[src/rtl/uart_pkg.sv]
`default_nettype none

package uart_pkg;

  localparam int CMD_W      = 16;
  localparam int DATA_W     = 8;
  localparam int WR_BIT     = 15; // write flag in the high byte

  localparam int BAUD_DIV   = 16; // clocks per bit
  localparam int HALF_DIV   = BAUD_DIV / 2;
  localparam int GAP_CYCLES = 32;

  localparam int BAUD_W     = $clog2(BAUD_DIV);
  localparam int GAP_W      = $clog2(GAP_CYCLES);

  localparam logic [BAUD_W-1:0] BAUD_LAST = BAUD_W'(BAUD_DIV - 1);
  localparam logic [BAUD_W-1:0] BAUD_MID  = BAUD_W'(HALF_DIV);
  localparam logic [GAP_W-1:0]  GAP_LAST  = GAP_W'(GAP_CYCLES - 1);

  typedef enum logic [2:0] {
    IDLE,
    SEND_HI,
    SEND_LO,
    GAP,
    WAIT_RESP,
    REPORT
  } cmd_state_t;

endpackage

`default_nettype wire

[src/rtl/uart_byte_if.sv]
`default_nettype none

interface uart_byte_if (
  input wire clk
);

  logic                        start; // one cycle, only while busy is low
  logic [uart_pkg::DATA_W-1:0] data;
  logic                        busy;
  logic                        done;

  modport ctrl (
    input  clk,
    output start,
    output data,
    input  busy,
    input  done
  );

  modport tx (
    input  clk,
    input  start,
    input  data,
    output busy,
    output done
  );

endinterface

`default_nettype wire

[src/rtl/uart_cmd_ctrl.sv]
`default_nettype none

module uart_cmd_ctrl (
  input  wire                         clk,
  input  wire                         rst_n,
  input  wire  [uart_pkg::CMD_W-1:0]  cmd_in,
  input  wire                         cmd_vld,
  output logic                        cmd_rdy,
  uart_byte_if.ctrl                   byte_if,
  output logic                        listen,
  input  wire  [uart_pkg::DATA_W-1:0] rx_data,
  input  wire                         rx_valid,
  input  wire                         rx_perr,
  output logic [uart_pkg::DATA_W-1:0] read_data,
  output logic                        read_rdy,
  output logic                        parity_err
);

  uart_pkg::cmd_state_t       state;
  logic [uart_pkg::CMD_W-1:0] cmd_q;
  logic [uart_pkg::GAP_W-1:0] gap_cnt;
  logic                       accept;
  logic                       is_wr;

  assign cmd_rdy = (state == uart_pkg::IDLE);
  assign accept  = cmd_vld && cmd_rdy;
  assign listen  = (state == uart_pkg::WAIT_RESP);
  assign is_wr   = cmd_q[uart_pkg::WR_BIT];

  // high byte first, held steady for the whole frame
  assign byte_if.data = (state == uart_pkg::SEND_LO) ? cmd_q[uart_pkg::DATA_W-1:0]
                                                     : cmd_q[uart_pkg::CMD_W-1:uart_pkg::DATA_W];

  always_ff @(posedge clk)
  begin
    if (accept)
      cmd_q <= cmd_in;
  end

  always_ff @(posedge clk or negedge rst_n)
  begin
    if (!rst_n)
    begin
      state         <= uart_pkg::IDLE;
      gap_cnt       <= '0;
      byte_if.start <= 1'b0;
      read_data     <= '0;
      read_rdy      <= 1'b0;
      parity_err    <= 1'b0;
    end
    else
    begin
      byte_if.start <= 1'b0;
      read_rdy      <= 1'b0;
      parity_err    <= 1'b0;
      case (state)
        uart_pkg::IDLE:
        begin
          if (accept)
          begin
            state         <= uart_pkg::SEND_HI;
            byte_if.start <= 1'b1;
          end
        end
        uart_pkg::SEND_HI:
        begin
          if (byte_if.done)
          begin
            state   <= uart_pkg::GAP;
            gap_cnt <= '0;
          end
        end
        uart_pkg::GAP:
        begin
          if (gap_cnt == uart_pkg::GAP_LAST)
          begin
            state         <= uart_pkg::SEND_LO;
            byte_if.start <= 1'b1;
          end
          else
          begin
            gap_cnt <= gap_cnt + 1'b1;
          end
        end
        uart_pkg::SEND_LO:
        begin
          if (byte_if.done)
            state <= is_wr ? uart_pkg::IDLE : uart_pkg::WAIT_RESP;
        end
        uart_pkg::WAIT_RESP:
        begin
          // no timeout, a lost response parks here
          if (rx_valid)
          begin
            read_data <= rx_data;
            read_rdy  <= 1'b1;
            state     <= uart_pkg::REPORT;
          end
          else if (rx_perr)
          begin
            parity_err <= 1'b1;
            state      <= uart_pkg::REPORT;
          end
        end
        uart_pkg::REPORT: state <= uart_pkg::IDLE;
        default:          state <= uart_pkg::IDLE;
      endcase
    end
  end

endmodule

`default_nettype wire

[src/rtl/uart_cmd_top.sv]
`default_nettype none

module uart_cmd_top (
  input  wire                         clk,
  input  wire                         rst_n,
  input  wire  [uart_pkg::CMD_W-1:0]  cmd_in,
  input  wire                         cmd_vld,
  output logic                        cmd_rdy,
  input  wire                         rx,
  output logic                        tx,
  output logic [uart_pkg::DATA_W-1:0] read_data,
  output logic                        read_rdy,
  output logic                        parity_err
);

  logic                        listen;
  logic [uart_pkg::DATA_W-1:0] rx_data;
  logic                        rx_valid;
  logic                        rx_perr;

  uart_byte_if u_byte_if (.clk(clk));

  uart_cmd_ctrl u_cmd_ctrl (
    .clk        (clk),
    .rst_n      (rst_n),
    .cmd_in     (cmd_in),
    .cmd_vld    (cmd_vld),
    .cmd_rdy    (cmd_rdy),
    .byte_if    (u_byte_if.ctrl),
    .listen     (listen),
    .rx_data    (rx_data),
    .rx_valid   (rx_valid),
    .rx_perr    (rx_perr),
    .read_data  (read_data),
    .read_rdy   (read_rdy),
    .parity_err (parity_err)
  );

  uart_tx_frame u_tx_frame (
    .clk     (clk),
    .rst_n   (rst_n),
    .byte_if (u_byte_if.tx),
    .tx      (tx)
  );

  uart_rx_frame u_rx_frame (
    .clk      (clk),
    .rst_n    (rst_n),
    .rx       (rx),
    .listen   (listen),
    .rx_data  (rx_data),
    .rx_valid (rx_valid),
    .rx_perr  (rx_perr)
  );

endmodule

`default_nettype wire

[src/rtl/uart_rx_frame.sv]
`default_nettype none

module uart_rx_frame (
  input  wire                         clk,
  input  wire                         rst_n,
  input  wire                         rx,
  input  wire                         listen,
  output logic [uart_pkg::DATA_W-1:0] rx_data,
  output logic                        rx_valid,
  output logic                        rx_perr
);

  logic                        rx_meta;
  logic                        rx_sync;
  logic                        rx_prev;
  logic                        fall;
  logic                        active;
  logic                        mid;
  logic [uart_pkg::BAUD_W-1:0] baud_cnt;
  logic [3:0]                  bit_cnt;
  logic [8:0]                  bits_q; // parity, data lsb first

  assign fall = rx_prev & ~rx_sync;
  assign mid  = active && (baud_cnt == uart_pkg::BAUD_MID);

  always_ff @(posedge clk or negedge rst_n)
  begin
    if (!rst_n)
    begin
      rx_meta <= 1'b1;
      rx_sync <= 1'b1;
      rx_prev <= 1'b1;
    end
    else
    begin
      rx_meta <= rx;
      rx_sync <= rx_meta;
      rx_prev <= rx_sync;
    end
  end

  always_ff @(posedge clk or negedge rst_n)
  begin
    if (!rst_n)
    begin
      active   <= 1'b0;
      baud_cnt <= '0;
      bit_cnt  <= '0;
      rx_valid <= 1'b0;
      rx_perr  <= 1'b0;
    end
    else
    begin
      rx_valid <= 1'b0;
      rx_perr  <= 1'b0;
      if (!active)
      begin
        if (listen && fall)
        begin
          active   <= 1'b1;
          baud_cnt <= '0;
          bit_cnt  <= '0;
        end
      end
      else
      begin
        if (baud_cnt == uart_pkg::BAUD_LAST)
        begin
          baud_cnt <= '0;
          bit_cnt  <= bit_cnt + 4'd1;
        end
        else
        begin
          baud_cnt <= baud_cnt + 1'b1;
        end
        if (mid && bit_cnt == 4'd10)
        begin
          active <= 1'b0; // stop sample, frame finished
          if (bits_q[8] == ~^bits_q[7:0])
            rx_valid <= 1'b1;
          else
            rx_perr <= 1'b1;
        end
      end
    end
  end

  // start sample shifts through and drops out the bottom
  always_ff @(posedge clk)
  begin
    if (mid && bit_cnt != 4'd10)
      bits_q <= {rx_sync, bits_q[8:1]};
    if (mid && bit_cnt == 4'd10)
      rx_data <= bits_q[7:0];
  end

endmodule

`default_nettype wire

[src/rtl/uart_tx_frame.sv]
`default_nettype none

module uart_tx_frame (
  input  wire         clk,
  input  wire         rst_n,
  uart_byte_if.tx     byte_if,
  output logic        tx
);

  logic [10:0]                 frame_q;
  logic [uart_pkg::BAUD_W-1:0] baud_cnt;
  logic [3:0]                  bit_cnt;
  logic                        baud_tick;

  assign baud_tick = (baud_cnt == uart_pkg::BAUD_LAST);

  // all ones once the frame has shifted out, so the line idles high
  assign tx = frame_q[0];

  always_ff @(posedge clk or negedge rst_n)
  begin
    if (!rst_n)
    begin
      frame_q      <= '1;
      baud_cnt     <= '0;
      bit_cnt      <= '0;
      byte_if.busy <= 1'b0;
      byte_if.done <= 1'b0;
    end
    else
    begin
      byte_if.done <= 1'b0;
      if (byte_if.start && !byte_if.busy)
      begin
        // stop, odd parity, data lsb first, start
        frame_q      <= {1'b1, ~^byte_if.data, byte_if.data, 1'b0};
        baud_cnt     <= '0;
        bit_cnt      <= '0;
        byte_if.busy <= 1'b1;
      end
      else if (byte_if.busy)
      begin
        if (baud_tick)
        begin
          baud_cnt <= '0;
          frame_q  <= {1'b1, frame_q[10:1]};
          if (bit_cnt == 4'd10)
          begin
            byte_if.busy <= 1'b0; // end of stop bit
            byte_if.done <= 1'b1;
          end
          else
          begin
            bit_cnt <= bit_cnt + 4'd1;
          end
        end
        else
        begin
          baud_cnt <= baud_cnt + 1'b1;
        end
      end
    end
  end

endmodule

`default_nettype wire

[config.mk]
export PLATFORM = sky130hd
export DESIGN_NAME = uart_cmd_top
export DESIGN_NICKNAME = d
export VERILOG_FILES = /design/src/rtl/uart_pkg.sv /design/src/rtl/uart_byte_if.sv /design/src/rtl/uart_cmd_ctrl.sv /design/src/rtl/uart_cmd_top.sv /design/src/rtl/uart_rx_frame.sv /design/src/rtl/uart_tx_frame.sv
export SDC_FILE = /design/constraint.sdc
export NUM_CORES = 1
export LEC_CHECK = 0
export ABC_AREA = 1
export BUFFER_PORTS_ARGS = -buffer_cell sky130_fd_sc_hd__buf_2
export CAP_MARGIN = 40
export CORE_MARGIN = 1.5
export CORE_UTILIZATION = 64
export CTS_CLUSTER_SIZE = 28
export DETAILED_ROUTE_END_ITERATION = 8
export PLACE_DENSITY = 0.84
export SYNTH_ARGS = -nofsm -noshare
export SYNTH_HDL_FRONTEND = slang
export SYNTH_SLANG_ARGS = --single-unit
[constraint.sdc]
create_clock -name clk -period 4.62 [get_ports clk]
set_input_delay 0.924 -clock clk [delete_from_list [all_inputs] [get_ports clk]]
set_output_delay 0.924 -clock clk [all_outputs]
set_load 0.02 [all_outputs]
### Yosys cells after proc, flatten, opt, wreduce, memory -nomap -nowiden

Cells that the tools add are included.

| word-level totals | value |
|---|---|
| latch bits | 0 |
| memories kept | 0 |
| word-level logic and storage cells | 121 |
| memory bits (read-only) | 0 |
| output and inout bits | 12 |
| bits in registers | 87 |
| RAM bits | 0 |
| input bits | 20 |

| operators by class | value |
|---|---|
| div/mod/pow operators | 0 |
| shift-type cells | 0 |
| bitwise gates (word level) | 2 |
| add/sub/neg operators | 5 |
| reduce and logical (&&, ||, !) cells | 20 |
| multipliers | 0 |
| $lt $le $gt $ge | 0 |
| muxes and demuxes | 52 |
| equality and inequality tests | 20 |

Operators by type and width:

| cell | count |
|---|---|
| two-way mux 4 bit | 12 |
| two-way mux 11 bit | 3 |
| two-way mux 1 bit | 24 |
| two-way mux 3 bit | 7 |
| equality test 4 bit, second input constant | 5 |
| adder 4 x 1 -> 4 bit, second input constant | 4 |
| XNOR reduction 8 bit | 2 |
| case mux 3 bit (5 select lines) | 1 |
| two-way mux 5 bit | 2 |
| case mux 5 bit (2 select lines) | 1 |
| two-way mux 8 bit | 1 |
| inequality test 2 x 1 -> 1 bit, second input constant | 4 |
| nonzero test 2 bit | 4 |
| equality test 3 x 2 -> 1 bit, second input constant | 2 |
| logical AND 1 bit | 6 |
| inequality test 2 bit, second input constant | 3 |
| AND reduction 2 bit | 3 |
| AND reduction 3 bit | 2 |
| adder 5 x 1 -> 5 bit, second input constant | 1 |
| equality test 5 bit, second input constant | 1 |
| AND reduction 5 bit | 1 |
| inequality test 4 bit, second input constant | 1 |
| equality test 3 x 1 -> 1 bit, second input constant | 1 |
| equality test 3 bit, second input constant | 1 |
| other kinds (7) | 7 |

### Longest topological paths before layout

Gate-level depths: netlist of run 1.

| logic depth | value |
|---|---|
| word-level depth | 5 |
| gate-level depth with buffers | 14 |
| mapped depth without buffers | 13 |

### Hierarchy

Synthesis of run 1 repeated with hierarchy kept, for this count alone.

| unflattened totals | value |
|---|---|
| cells, all modules | 395 |
| area total of the unflattened synthesis | 4032.6 µm² |

Modules (own cells, without submodules):

| module | area an instance (µm²) | cells an instance | instances | seq. area each (µm²) |
|---|---|---|---|---|
| uart_cmd_ctrl | 1594.0 | 137 | 1 | 955.9 |
| uart_rx_frame | 1291.2 | 110 | 1 | 864.6 |
| uart_tx_frame | 1147.4 | 148 | 1 | 513.0 |

### Worst setup path after synthesis of run 1

Ideal clock, no wire load.

| path | value |
|---|---|
| path type | flip-flop to flip-flop |
| start point | register u_rx_frame.bit_cnt[0] |
| end point | register u_rx_frame.rx_data[0] (netlist name), enable pin |
| required time | 4.219 ns |
| library setup time | 0.401 ns |
| cell stages (with the launch flop) | 5 |
| arrival | 1.693 ns |
| clock period less this slack | 2.094 ns |
| path buffers | 0 |
| slack | 2.526 ns |
| cell sequence | dfrtp_1 inv_1 ha_1 inv_1 nor4_1 |

| on the way | value |
|---|---|
| longest elaborated chain between the ends | 2 |

Ends and longest elaborated chain:

| what | line | RTL |
|---|---|---|
| start: declaration | uart_rx_frame.sv:20 | `logic [3:0] bit_cnt;` |
| start signal: assignment | uart_rx_frame.sv:70 | `bit_cnt <= bit_cnt + 4'd1;` |
| equality test 4 bit | uart_rx_frame.sv:93 | `if (mid && bit_cnt == 4'd10)` |
| logical AND 1 bit | uart_rx_frame.sv:93 |  |
| end signal: assignment | uart_rx_frame.sv:94 | `rx_data <= bits_q[7:0];` |
| end: declaration | uart_rx_frame.sv:8 | `output logic [uart_pkg::DATA_W-1:0] rx_data,` |

No other way between the ends.
A chain may end at the register's enable or synchronous reset.

### Final worst setup path of run 1

| path | value |
|---|---|
| start point | register u_cmd_ctrl.state[1] |
| end point | output cmd_rdy |

| on the way | value |
|---|---|
| longest elaborated chain between the ends | 1 |

Ends and longest elaborated chain:

| what | line | RTL |
|---|---|---|
| start: declaration | uart_cmd_ctrl.sv:19 | `uart_pkg::cmd_state_t state;` |
| start signal: assignment | uart_cmd_ctrl.sv:44 | `state <= uart_pkg::IDLE;` |
| start signal: assignment | uart_cmd_ctrl.sv:61 | `state <= uart_pkg::SEND_HI;` |
| start signal: assignment | uart_cmd_ctrl.sv:69 | `state <= uart_pkg::GAP;` |
| logical NOT 3 bit | uart_cmd_ctrl.sv:25 | `assign cmd_rdy = (state == uart_pkg::IDLE);` |
| end: declaration | uart_cmd_top.sv:8 | `output logic cmd_rdy,` |

No other way between the ends.

==> results of run 1 <==
-- metrics by stage --
stage,cell area [um^2],hold WS [ns],cells
floorplan,3890,0.345,395
global placement,4100,0.347,496
detailed placement,4110,0.349,498
CTS,4290,0.358,514
global route,4290,0.366,514
finish,4290,0.358,514
-- cell usage in the layout, fill, tap and decap left out, drive strengths merged --
cell     netlist  layout
nor3           7       7
nand4          4       4
edfxtp        33      33
nand3b         6       6
inv           56      60
o21ai         21      21
nand3         17      17
ha             9       9
o22ai          1       1
nand2        118     118
nor2          22      22
xor2           5       5
o211ai         2       2
clkinv         1       4
buf            5      35
xnor2          4       4
a22o           3       3
o2111ai        1       1
dfrtp         40      40
a31oi          4       4
a21oi          9       9
clkbuf         2       9
nor3b          1       1
o221ai         7       7
a22oi          2       2
dfstp         13      13
nor4           2       2
-- area by class of cell --
class / count / area share, %
clock inverters: 7 / 1.31
multi-input cells: 245 / 30.0
repair buffers: 35 / 4.31
flip-flops and latches: 86 / 54.3
inverters: 57 / 4.98
well taps: 75 / 2.19
clock buffers: 9 / 2.88
-- logic make-up (layout without fill, tap and decap cells) --
| logic type | Yosys count | in the layout | synth area share, % |
|---|---|---|---|
| adder cells (fa/ha/maj) | 9 | 9 | 2.90 |
| AO/OA/AOI/OAI | 50 | 50 | 8.01 |
| AND/OR/NAND/NOR | 177 | 177 | 20.2 |
| buffers and inverters | 64 | 108 | 6.89 |
| flip-flops | 86 | 86 | 60.0 |
| XOR/XNOR | 9 | 9 | 2.03 |
-- worst max-delay path, stage by stage (launching register included) --
cell	delay [ns]
dfrtp_1	0.82
nor2_1	0.11
nand2_1	0.14
inv_1	0.06
buf_2	0.15
-- metal layers --
| metal | global-route usage, % | part of all wire [%] | routed length (um) |
|---|---|---|---|
| met1 | 25.1 | 42 | 2930 |
| met2 | 43.8 | 52 | 3600 |
| met3 | 6.40 | 3.8 | 264 |
| met4 | 11.9 | 2.4 | 170 |
| met5 | 0 | 0 | 0 |
-- registers in the layout, indices dropped and copies added (netlist names), 3 cells and up --
signal and cells:
u_rx_frame.bit_cnt 4, u_cmd_ctrl.read_data 8, u_tx_frame.baud_cnt 4, u_cmd_ctrl.gap_cnt 5
u_rx_frame.rx_data 8, u_rx_frame.baud_cnt 4, u_tx_frame.bit_cnt 4, u_cmd_ctrl.state 3
u_tx_frame.frame_q 10, u_rx_frame.bits_q 9, u_cmd_ctrl.cmd_q 16
-- worst max-delay path by stage --
stage	start	to	slack, ns	cells after the start
2_1_floorplan	u_rx_frame.bit_cnt[0]	u_rx_frame.rx_data[0]	2.53	4
3_3_place_gp	cmd_vld	u_cmd_ctrl.cmd_q[9]	2.27	3
3_5_place_dp	u_cmd_ctrl.state[1]	cmd_rdy	2.45	4
4_1_cts	u_cmd_ctrl.state[1]	cmd_rdy	2.05	4
5_1_grt	u_cmd_ctrl.state[1]	cmd_rdy	1.93	4
6_report	u_cmd_ctrl.state[1]	cmd_rdy	2.04	4
-- power groups by stage --
stage | Sequential [mW] | Combinational [mW] | Clock [mW]
6_report | 0.983 | 0.544 | 0.487
2_1_floorplan | 0.958 | 0.486 | 0
4_1_cts | 0.982 | 0.546 | 0.497
3_5_place_dp | 0.996 | 0.542 | 0
5_1_grt | 0.996 | 0.629 | 0.523
3_3_place_gp | 0.989 | 0.511 | 0
==> results.py, run 1 <==
metrics = {
    "finish": {
        "multi_input_logic_area_mm2": 0.00129,
        "drive_above_1_share_pct": 17.3,
        "flow.area_growth_from_synthesis_pct": 10.4,
        "net_count_final": 463,
        "antennaDiodeCount": 0,
        "register_area_mm2": 0.00233,
        "finish.utilization_pct": 73.0,
        "final.fill_count": 401,
    },
    "place": {
        "io_buffer_count": 31,
        "place_hpwl_um": 4880,
        "worst_setup_timing_slack_at_the_placement_stage_ns": 2.45,
        "place_congestion": 0.861,
    },
    "die": {
        "fp.dieH_um": 81.0,
        "core_outline_area_mm2": 0.00589,
        "placement_rows": 28,
        "chipWidth_um": 81.0,
        "initial_utilization_pct": 66.1,
        "die_area_mm2": 0.00655,
        "pin_count": 32,
    },
    "job": {
        "drv.max_cap_violation_count": 0,
    },
    "hold_path": {
        "worst_hold_path.endpoint": "u_rx_frame.rx_sync",
        "holdCritPathClass": "register to register",
        "hp-start": "u_rx_frame.rx_meta",
        "min_delay_path_depth": 0,
    },
    "pwr": {
        "cellLeakagePower_nw": 2.11,
        "pwr-share-clk_pct": 24.2,
        "p_int_mw": 1.28,
        "report.power.total_mw": 2.01,
        "power.net_switching_mw": 0.731,
        "max-vdd-ir-drop_mv": 0.285,
        "switching_share_pct": 36.3,
        "powerDensity_mw_per_mm2": 469,
        "share_seq_of_total_power_pct": 48.8,
        "power.combinational.fraction_pct": 27.0,
    },
    "yosys": {
        "synth_top_cell_area_share_pct": 25.7,
        "synth.ff_latch_count": 86,
        "yosys.cell_count.top_type": "nand2_1",
        "post_synthesis_cell_type_with_the_largest_combined_area": "dfrtp_1",
        "ys_types": 36,
        "syn-instance-count": 395,
        "syn_nets": 424,
        "cell_area_after_synthesis_mm2": 0.00389,
        "synthArstFlopShare_pct": 61.6,
        "synth.yosys.seq_area_share_pct": 60.0,
        "yosys_warnings": 0,
        "post_synth.cell_area_avg_um2": 9.84,
        "synth_common_cells": "111 x nand2_1, 55 x inv_1, 40 x dfrtp_1",
        "prevailing_post_synth_register_cell": "dfrtp_1",
        "synth_top_cells_by_area": "dfrtp_1 26%, edfxtp_1 25%, nand2_1 11%",
        "synth-edff-count": 33,
    },
    "setup_path": {
        "r2r.worst_path.cells": 7,
        "critical_path.reg2reg.startpoint": "u_tx_frame.baud_cnt[0]",
        "critPathRequiredTime_ns": 3.70,
        "critPathLaunchType": "register",
        "cp-end-kind": "output pin",
        "worstPathArrival_ns": 1.65,
        "regToRegEndpoint": "u_tx_frame.bit_cnt[2]",
        "worstSetupPathType": "register to output pin",
        "crit_fanout": 21,
        "r2r_slack_ns": 2.56,
    },
    "sta": {
        "final-hold-violation-count": 0,
        "rsz0062_at_grt": "false",
        "finalSetupViolCount": 0,
        "finClkSkew_ns": 0.00702,
        "final.period_utilization_pct": 55.8,
        "f_max_ghz": 0.388,
        "slew_violations": 0,
        "timing.final.crit_period_ns": 2.58,
        "tightest_slew_ns": 0.730,
        "totalNegativeSetupSlack_ns": 0,
        "layout_setup_ws_ns": 2.04,
        "slew_headroom_pct": 51.3,
    },
    "grt": {
        "grt_start_max_net_pins": 54,
        "grt_antenna_before_repair": 0,
        "grt_usage_pct": 23.9,
        "grt_pass1_wl_um": 11600,
        "number_of_global_route_vias_before_repair": 2738,
        "total_gr_overflow": 0,
    },
    "clocking": {
        "cts_tree": "built",
        "cts_max_path_buffers": 2,
        "ctsHtreeMaxLevel": 3,
        "cts-buffers-inserted": 9,
        "cts_root_buffer": "clkbuf_8",
        "postCtsHoldBufs": 0,
        "cts_sinks": 86,
        "clk_pin_slew_ns": 0.09,
        "postCtsSetupBuffers": 0,
        "cts.repair.resized": 0,
        "clk_latency_ns": 0.36,
    },
    "routing": {
        "drt_drc_violations_left": 0,
        "finalWirelength_um": 6970,
        "drt_iter0_drcs": 212,
        "postRouteAntennaNets": 0,
        "wl_per_cell_um": 13.6,
        "drt_pre_antenna_iters": 4,
        "route.vias.total": 2726,
        "vias_per_cell": 5.30,
    },
    "status": {
        "run_status": "finished clean",
    },
}
(Power assumes the default switching activity.)
==> run 2, diff against run 1 <==
CORE_UTILIZATION = 53   (was 64)
PLACE_DENSITY = 0.75   (was 0.84)
clock period = 2.2 ns   (was 4.62 ns; I/O delays follow)
==> run 2 against run 1 <==
Effect of this change:
- critical path depth did not move
- clock power increased to 2.5 times the previous value
- clock-buffer cell count grew 2
- flip-flop and latch count unchanged
- critical endpoint unchanged
- combinational power is 110% higher
- sequential power rose by 110%
- highest routed layer is now met5
==> results.py, run 2 (synthesis results as in run 1) <==
metrics = {
    "finish": {
        "flow.area_growth_from_synthesis_pct": 12.9,
        "layout_commonest_cell": "nand2_1",
        "largest_registers": "u_cmd_ctrl.cmd_q (16), u_tx_frame.frame_q (10), u_rx_frame.bits_q (9)",
        "final_cell_mix": "111 x nand2_1, 55 x inv_1, 39 x dfrtp_1",
        "multi_input_logic_area_mm2": 0.00129,
        "antennaDiodeCount": 0,
        "regMostFlops": "u_cmd_ctrl.cmd_q",
        "final.fill_count": 593,
        "largest_register_ffs": 16,
        "drive_above_1_share_pct": 17.9,
        "register_area_mm2": 0.00233,
        "net_count_final": 466,
    },
    "clocking": {
        "cts_root_buffer": "clkbuf_8",
        "clk_pin_slew_ns": 0.08,
        "cts_max_path_buffers": 2,
        "clk_latency_ns": 0.35,
        "cts_sinks": 86,
        "ctsHtreeMaxLevel": 3,
        "cts_tree": "built",
        "cts-buffers-inserted": 9,
        "postCtsSetupBuffers": 0,
    },
    "sta": {
        "totalNegativeSetupSlack_ns": 0,
        "final-hold-violation-count": 0,
        "timing.final.crit_period_ns": 1.89,
        "rsz0062_at_grt": "false",
        "slew_headroom_pct": 56.3,
        "slew_violations": 0,
        "f_max_ghz": 0.530,
        "final.period_utilization_pct": 85.8,
        "worst_hold_slack_after_final_layout_ns": 0.178,
        "finClkSkew_ns": 0.00942,
        "finalSetupViolCount": 0,
        "tightest_slew_ns": 0.656,
    },
    "pwr": {
        "switching_share_pct": 33.6,
        "pwr-share-clk_pct": 27.8,
        "max-vdd-ir-drop_mv": 0.663,
        "power.net_switching_mw": 1.49,
        "powerDensity_mw_per_mm2": 1010,
        "cellLeakagePower_nw": 2.14,
        "share_seq_of_total_power_pct": 46.4,
        "power.combinational.fraction_pct": 25.7,
        "p_int_mw": 2.94,
        "report.power.total_mw": 4.43,
    },
    "job": {
        "drv.max_cap_violation_count": 0,
    },
    "routing": {
        "drt_iter0_drcs": 111,
        "drt_drc_violations_left": 0,
        "postRouteAntennaNets": 0,
        "drt_pre_antenna_iters": 4,
        "route.vias.total": 2718,
        "finalWirelength_um": 6820,
        "wl_per_cell_um": 12.6,
        "vias_per_cell": 5.02,
    },
    "grt": {
        "grt_usage_pct": 19.5,
        "grt_antenna_before_repair": 1,
        "grt_start_max_net_pins": 54,
        "grt_pass1_wl_um": 11500,
        "number_of_global_route_vias_before_repair": 2647,
        "total_gr_overflow": 0,
    },
    "setup_path": {
        "cp-end-kind": "output pin",
        "critPathLaunchType": "register",
        "cp-endpoint": "cmd_rdy",
        "regToRegEndpoint": "u_tx_frame.frame_q[9]",
        "critical_path.reg2reg.startpoint": "u_cmd_ctrl.state[0]",
        "critPathRequiredTime_ns": 1.76,
        "r2r_slack_ns": 0.40,
        "worstSetupPathType": "register to output pin",
        "critical_path_launch_point": "u_cmd_ctrl.state[1]",
        "r2r.worst_path.cells": 11,
        "worstPathArrival_ns": 1.45,
        "crit_fanout": 21,
    },
    "hold_path": {
        "holdCritPathClass": "primary input to register",
    },
    "die": {
        "die_area_mm2": 0.00786,
        "initial_utilization_pct": 54.2,
        "chipWidth_um": 88.7,
        "placement_rows": 31,
        "core_outline_area_mm2": 0.00718,
        "fp.dieH_um": 88.7,
        "pin_count": 32,
    },
    "place": {
        "place_congestion": 0.831,
        "place_hpwl_um": 4910,
        "io_buffer_count": 31,
    },
    "status": {
        "run_status": "finished clean",
    },
}
==> run 2: cell count changes in the layout (fill, tap and decap cells not counted), sizes merged <==
| cell | before | now |
|---|---|---|
| buf | 35 | 38 |
| inv | 60 | 57 |
| bufinv | 0 | 2 |
| clkbuf | 9 | 11 |
| clkinv | 4 | 3 |
==> run 2: area by class of cell <==
class,instances,share of cell area [%]
flip-flops and latches,86,53.2
multi-input cells,245,29.3
inverters,57,4.87
repair buffers,38,4.73
clock buffers,11,3.22
well taps,99,2.82
clock inverters,5,1.88
==> run 2: per-layer routing <==
layer / track usage, % / up-vias / part of all wire [%]
met5: 0 / - / 0.15
met4: 7.10 / 2 / 1.4
met3: 7.28 / 11 / 4.3
met2: 33.9 / 37 / 51
met1: 21.8 / 1289 / 43
li1: - / 1379 / -
==> run 2: worst max-delay path, stage by stage (launching register included) <==
cell and delay (ns):
dfrtp_2 0.56, nor2_1 0.17, nand2_1 0.14, inv_1 0.07, buf_2 0.15
==> run 2: through the flow <==
stage / utilization [%] / setup WS, ns / cells / instance area, um^2
2_1_floorplan: - / 0.106 / 395 / 3890
3_3_place_gp: 58.1 / 0.452 / 525 / 4170
3_5_place_dp: 58.1 / 0.349 / 525 / 4170
4_1_cts: 61.2 / 0.0900 / 541 / 4390
5_1_grt: 61.2 / 0.173 / 541 / 4390
6_report: 61.2 / 0.312 / 541 / 4390
==> run 2: worst min path at each step <==
stage,startpoint,end,slack [ns],cells past startpoint
2_1_floorplan,rst_n,u_cmd_ctrl.byte_if.start,0.14,0
3_3_place_gp,u_rx_frame.rx_meta,u_rx_frame.rx_sync,0.35,0
3_5_place_dp,u_rx_frame.rx_meta,u_rx_frame.rx_sync,0.35,0
4_1_cts,rx,u_rx_frame.rx_meta,0.16,1
5_1_grt,rx,u_rx_frame.rx_meta,0.15,1
6_report,rx,u_rx_frame.rx_meta,0.18,1
==> run 2: repair_timing <==
item                                    in CTS  in global routing
endpoints found under the setup margin       0                  1
gates resized for setup                      0                  1
hold buffers                                 0                  0
==> run 2: power groups by stage <==
| stage | clock network, mW | registers (mW) | logic [mW] |
|---|---|---|---|
| floorplan | 0 | 2.01 | 1.02 |
| finish | 1.23 | 2.06 | 1.14 |
| CTS | 1.27 | 2.05 | 1.14 |
| detailed placement | 0 | 2.09 | 1.14 |
| global placement | 0 | 2.08 | 1.09 |
| global route | 1.32 | 2.09 | 1.33 |
==> run 3, diff against run 2 <==
CELL_PAD_IN_SITES_DETAIL_PLACEMENT = 0   (was default)
CELL_PAD_IN_SITES_GLOBAL_PLACEMENT = 1   (was default)
CORE_UTILIZATION = 42   (was 53)
CTS_BUF_LIST = sky130_fd_sc_hd__clkbuf_16   (was default)
PLACE_DENSITY = default   (was 0.75)
PLACE_DENSITY_LB_ADDON = 0.1   (was default)
RECOVER_POWER = 50   (was default)
==> run 3 against run 2 <==
Effect of this change:
- final cell count increased by 1.8%
- combinational power hardly changed
- critical path type unchanged
- via count down 1.8%
- hold slack gained 0.026 ns
- utilization down 9.9 points
- global-route usage is 4.0 points lower
- die area up 25%
- sequential power barely moved
==> results.py, run 3 (synthesis results as in run 1) <==
metrics = {
    "pwr": {
        "power.net_switching_mw": 1.57,
        "cellLeakagePower_nw": 2.20,
        "p_int_mw": 3.40,
        "powerDensity_mw_per_mm2": 1090,
        "share_seq_of_total_power_pct": 40.8,
        "power.combinational.fraction_pct": 23.5,
        "pwr-share-clk_pct": 35.7,
        "max-vdd-ir-drop_mv": 0.411,
        "switching_share_pct": 31.5,
    },
    "die": {
        "initial_utilization_pct": 43.9,
        "core_outline_area_mm2": 0.00885,
        "pin_count": 32,
        "fp.dieH_um": 99.2,
        "chipWidth_um": 99.2,
        "placement_rows": 34,
        "die_area_mm2": 0.00985,
    },
    "place": {
        "place_congestion": 0.742,
        "place_hpwl_um": 5070,
        "dpl-instance-area_mm2": 0.00420,
        "io_buffer_count": 31,
        "cell_total_after_placement": 535,
    },
    "setup_path": {
        "critPathRequiredTime_ns": 1.76,
        "cp-end-kind": "output pin",
        "r2r.worst_path.cells": 13,
        "critical_path.reg2reg.startpoint": "u_cmd_ctrl.state[0]",
        "cpMaxStageDelayCell": "dfrtp_1",
        "worstSetupPathType": "register to output pin",
        "regToRegEndpoint": "u_tx_frame.frame_q[9]",
        "crit_fanout": 8,
        "timing.critical_path.cells": "nor2_1 > nand2_1 > inv_1 > buf_2",
        "r2r_slack_ns": 0.46,
        "worstPathArrival_ns": 1.36,
        "critPathLaunchType": "register",
        "crit_path_max_incr_delay_ns": 0.50,
    },
    "routing": {
        "drt_pre_antenna_iters": 4,
        "finalWirelength_um": 7110,
        "postRouteAntennaNets": 0,
        "vias_per_cell": 4.84,
        "drt_drc_violations_left": 0,
        "drt_iter0_drcs": 43,
        "wl_per_cell_um": 12.9,
        "route.vias.total": 2668,
    },
    "finish": {
        "layout_commonest_cell": "nand2_1",
        "net_count_final": 467,
        "regMostFlops": "u_cmd_ctrl.cmd_q",
        "flow.area_growth_from_synthesis_pct": 16.7,
        "largest_registers": "u_cmd_ctrl.cmd_q (16), u_tx_frame.frame_q (10), u_rx_frame.bits_q (9)",
        "final_area_mm2": 0.00454,
        "final_cell_mix": "111 x nand2_1, 55 x inv_1, 40 x dfrtp_1",
        "final_cell_count_no_fill": 551,
        "antennaDiodeCount": 0,
        "drive_above_1_share_pct": 18.1,
        "largest_register_ffs": 16,
    },
    "hold_path": {
        "hp-start": "rx",
        "holdCritPathClass": "primary input to register",
        "min_delay_path_depth": 1,
        "worst_hold_path.endpoint": "u_rx_frame.rx_meta",
    },
    "clocking": {
        "clk_latency_ns": 0.34,
        "cts-buffers-inserted": 9,
        "cts_tree": "built",
        "ctsHtreeMaxLevel": 3,
        "postCtsHoldBufs": 0,
        "cts.repair.resized": 0,
        "cts_max_path_buffers": 2,
        "postCtsSetupBuffers": 0,
        "clk_pin_slew_ns": 0.06,
        "cts_root_buffer": "clkbuf_16",
        "cts_sinks": 86,
    },
    "sta": {
        "totalNegativeSetupSlack_ns": 0,
        "tightest_slew_ns": 1.33,
        "timing.final.crit_period_ns": 1.80,
        "final.period_utilization_pct": 81.6,
        "rsz0062_at_grt": "false",
        "final-hold-violation-count": 0,
        "slew_violations": 0,
        "slew_headroom_pct": 11.2,
        "f_max_ghz": 0.557,
        "finalSetupViolCount": 0,
        "finClkSkew_ns": 0.00872,
    },
    "grt": {
        "number_of_global_route_vias_before_repair": 2570,
        "grt_start_max_net_pins": 54,
        "grt_antenna_before_repair": 0,
        "grt_pass1_wl_um": 11800,
        "grt_util_met3_pct": 3.23,
        "grt_util_met2_pct": 26.0,
        "grt_usage_pct": 15.5,
        "total_gr_overflow": 0,
        "grt_most_used_layer": "met2",
        "gr-usage-met1_pct": 19.1,
    },
    "job": {
        "drv.max_cap_violation_count": 0,
    },
    "status": {
        "run_status": "finished clean",
    },
}
==> run 3: changes by cell type in the layout (fill, tap and decap cells not counted), sizes merged <==
| cell | previous run | this run |
|---|---|---|
| inv | 57 | 59 |
| bufinv | 2 | 3 |
| clkbuf | 11 | 10 |
| clkinv | 3 | 2 |
==> run 3: power groups by stage <==
stage                     Combinational, mW  Clock [mW]  Sequential [mW]
after detailed placement               1.19           0             2.06
final                                  1.17        1.77             2.03
after global placement                 1.18           0             2.05
after CTS                              1.20        1.81             2.03
after floorplan                        1.02           0             2.01
after global routing                   1.38        1.86             2.05
==> run 3: worst max-delay path by stage <==
stage	start	endpoint	slack (ns)
floorplan	u_rx_frame.bit_cnt[0]	u_rx_frame.rx_data[0]	0.11
global placement	u_cmd_ctrl.state[0]	u_tx_frame.frame_q[9]	0.47
detailed placement	u_cmd_ctrl.state[0]	u_tx_frame.frame_q[9]	0.45
CTS	u_cmd_ctrl.state[1]	cmd_rdy	0.37
global route	u_cmd_ctrl.state[0]	u_tx_frame.frame_q[9]	0.25
finish	u_cmd_ctrl.state[1]	cmd_rdy	0.40
==> run 3: cell type report <==
type	instances	area [um^2]
Clock buffer	9	225
Clock inverter	7	125
Fill cell	832	4310
Inverter	57	214
Multi-Input combinational cell	245	1290
Sequential cell	86	2330
Tap cell	108	135
Timing Repair Buffer	39	213
==> run 3: through the flow <==
stage	total power [mW]	util (%)	hold slack [ns]	setup WS [ns]
2_1_floorplan	3.03	-	0.144	0.106
3_3_place_gp	3.24	47.5	0.347	0.466
3_5_place_dp	3.25	47.5	0.348	0.451
4_1_cts	5.03	51.5	0.0970	0.375
5_1_grt	5.29	51.3	0.201	0.249
6_report	4.97	51.3	0.204	0.404
==> run 3: worst max-delay path: cells and delay by family (launching register included) <==
kind                   cells  cell delay [ns]
buffers and inverters      2             0.22
DFF                        1             0.50
and+or+nand+nor            2             0.30
==> run 3: layer usage <==
metal,vias up,routed length [um]
met1,1250,3440
li1,1381,-
met3,10,234
met5,-,0
met2,27,3300
met4,0,140
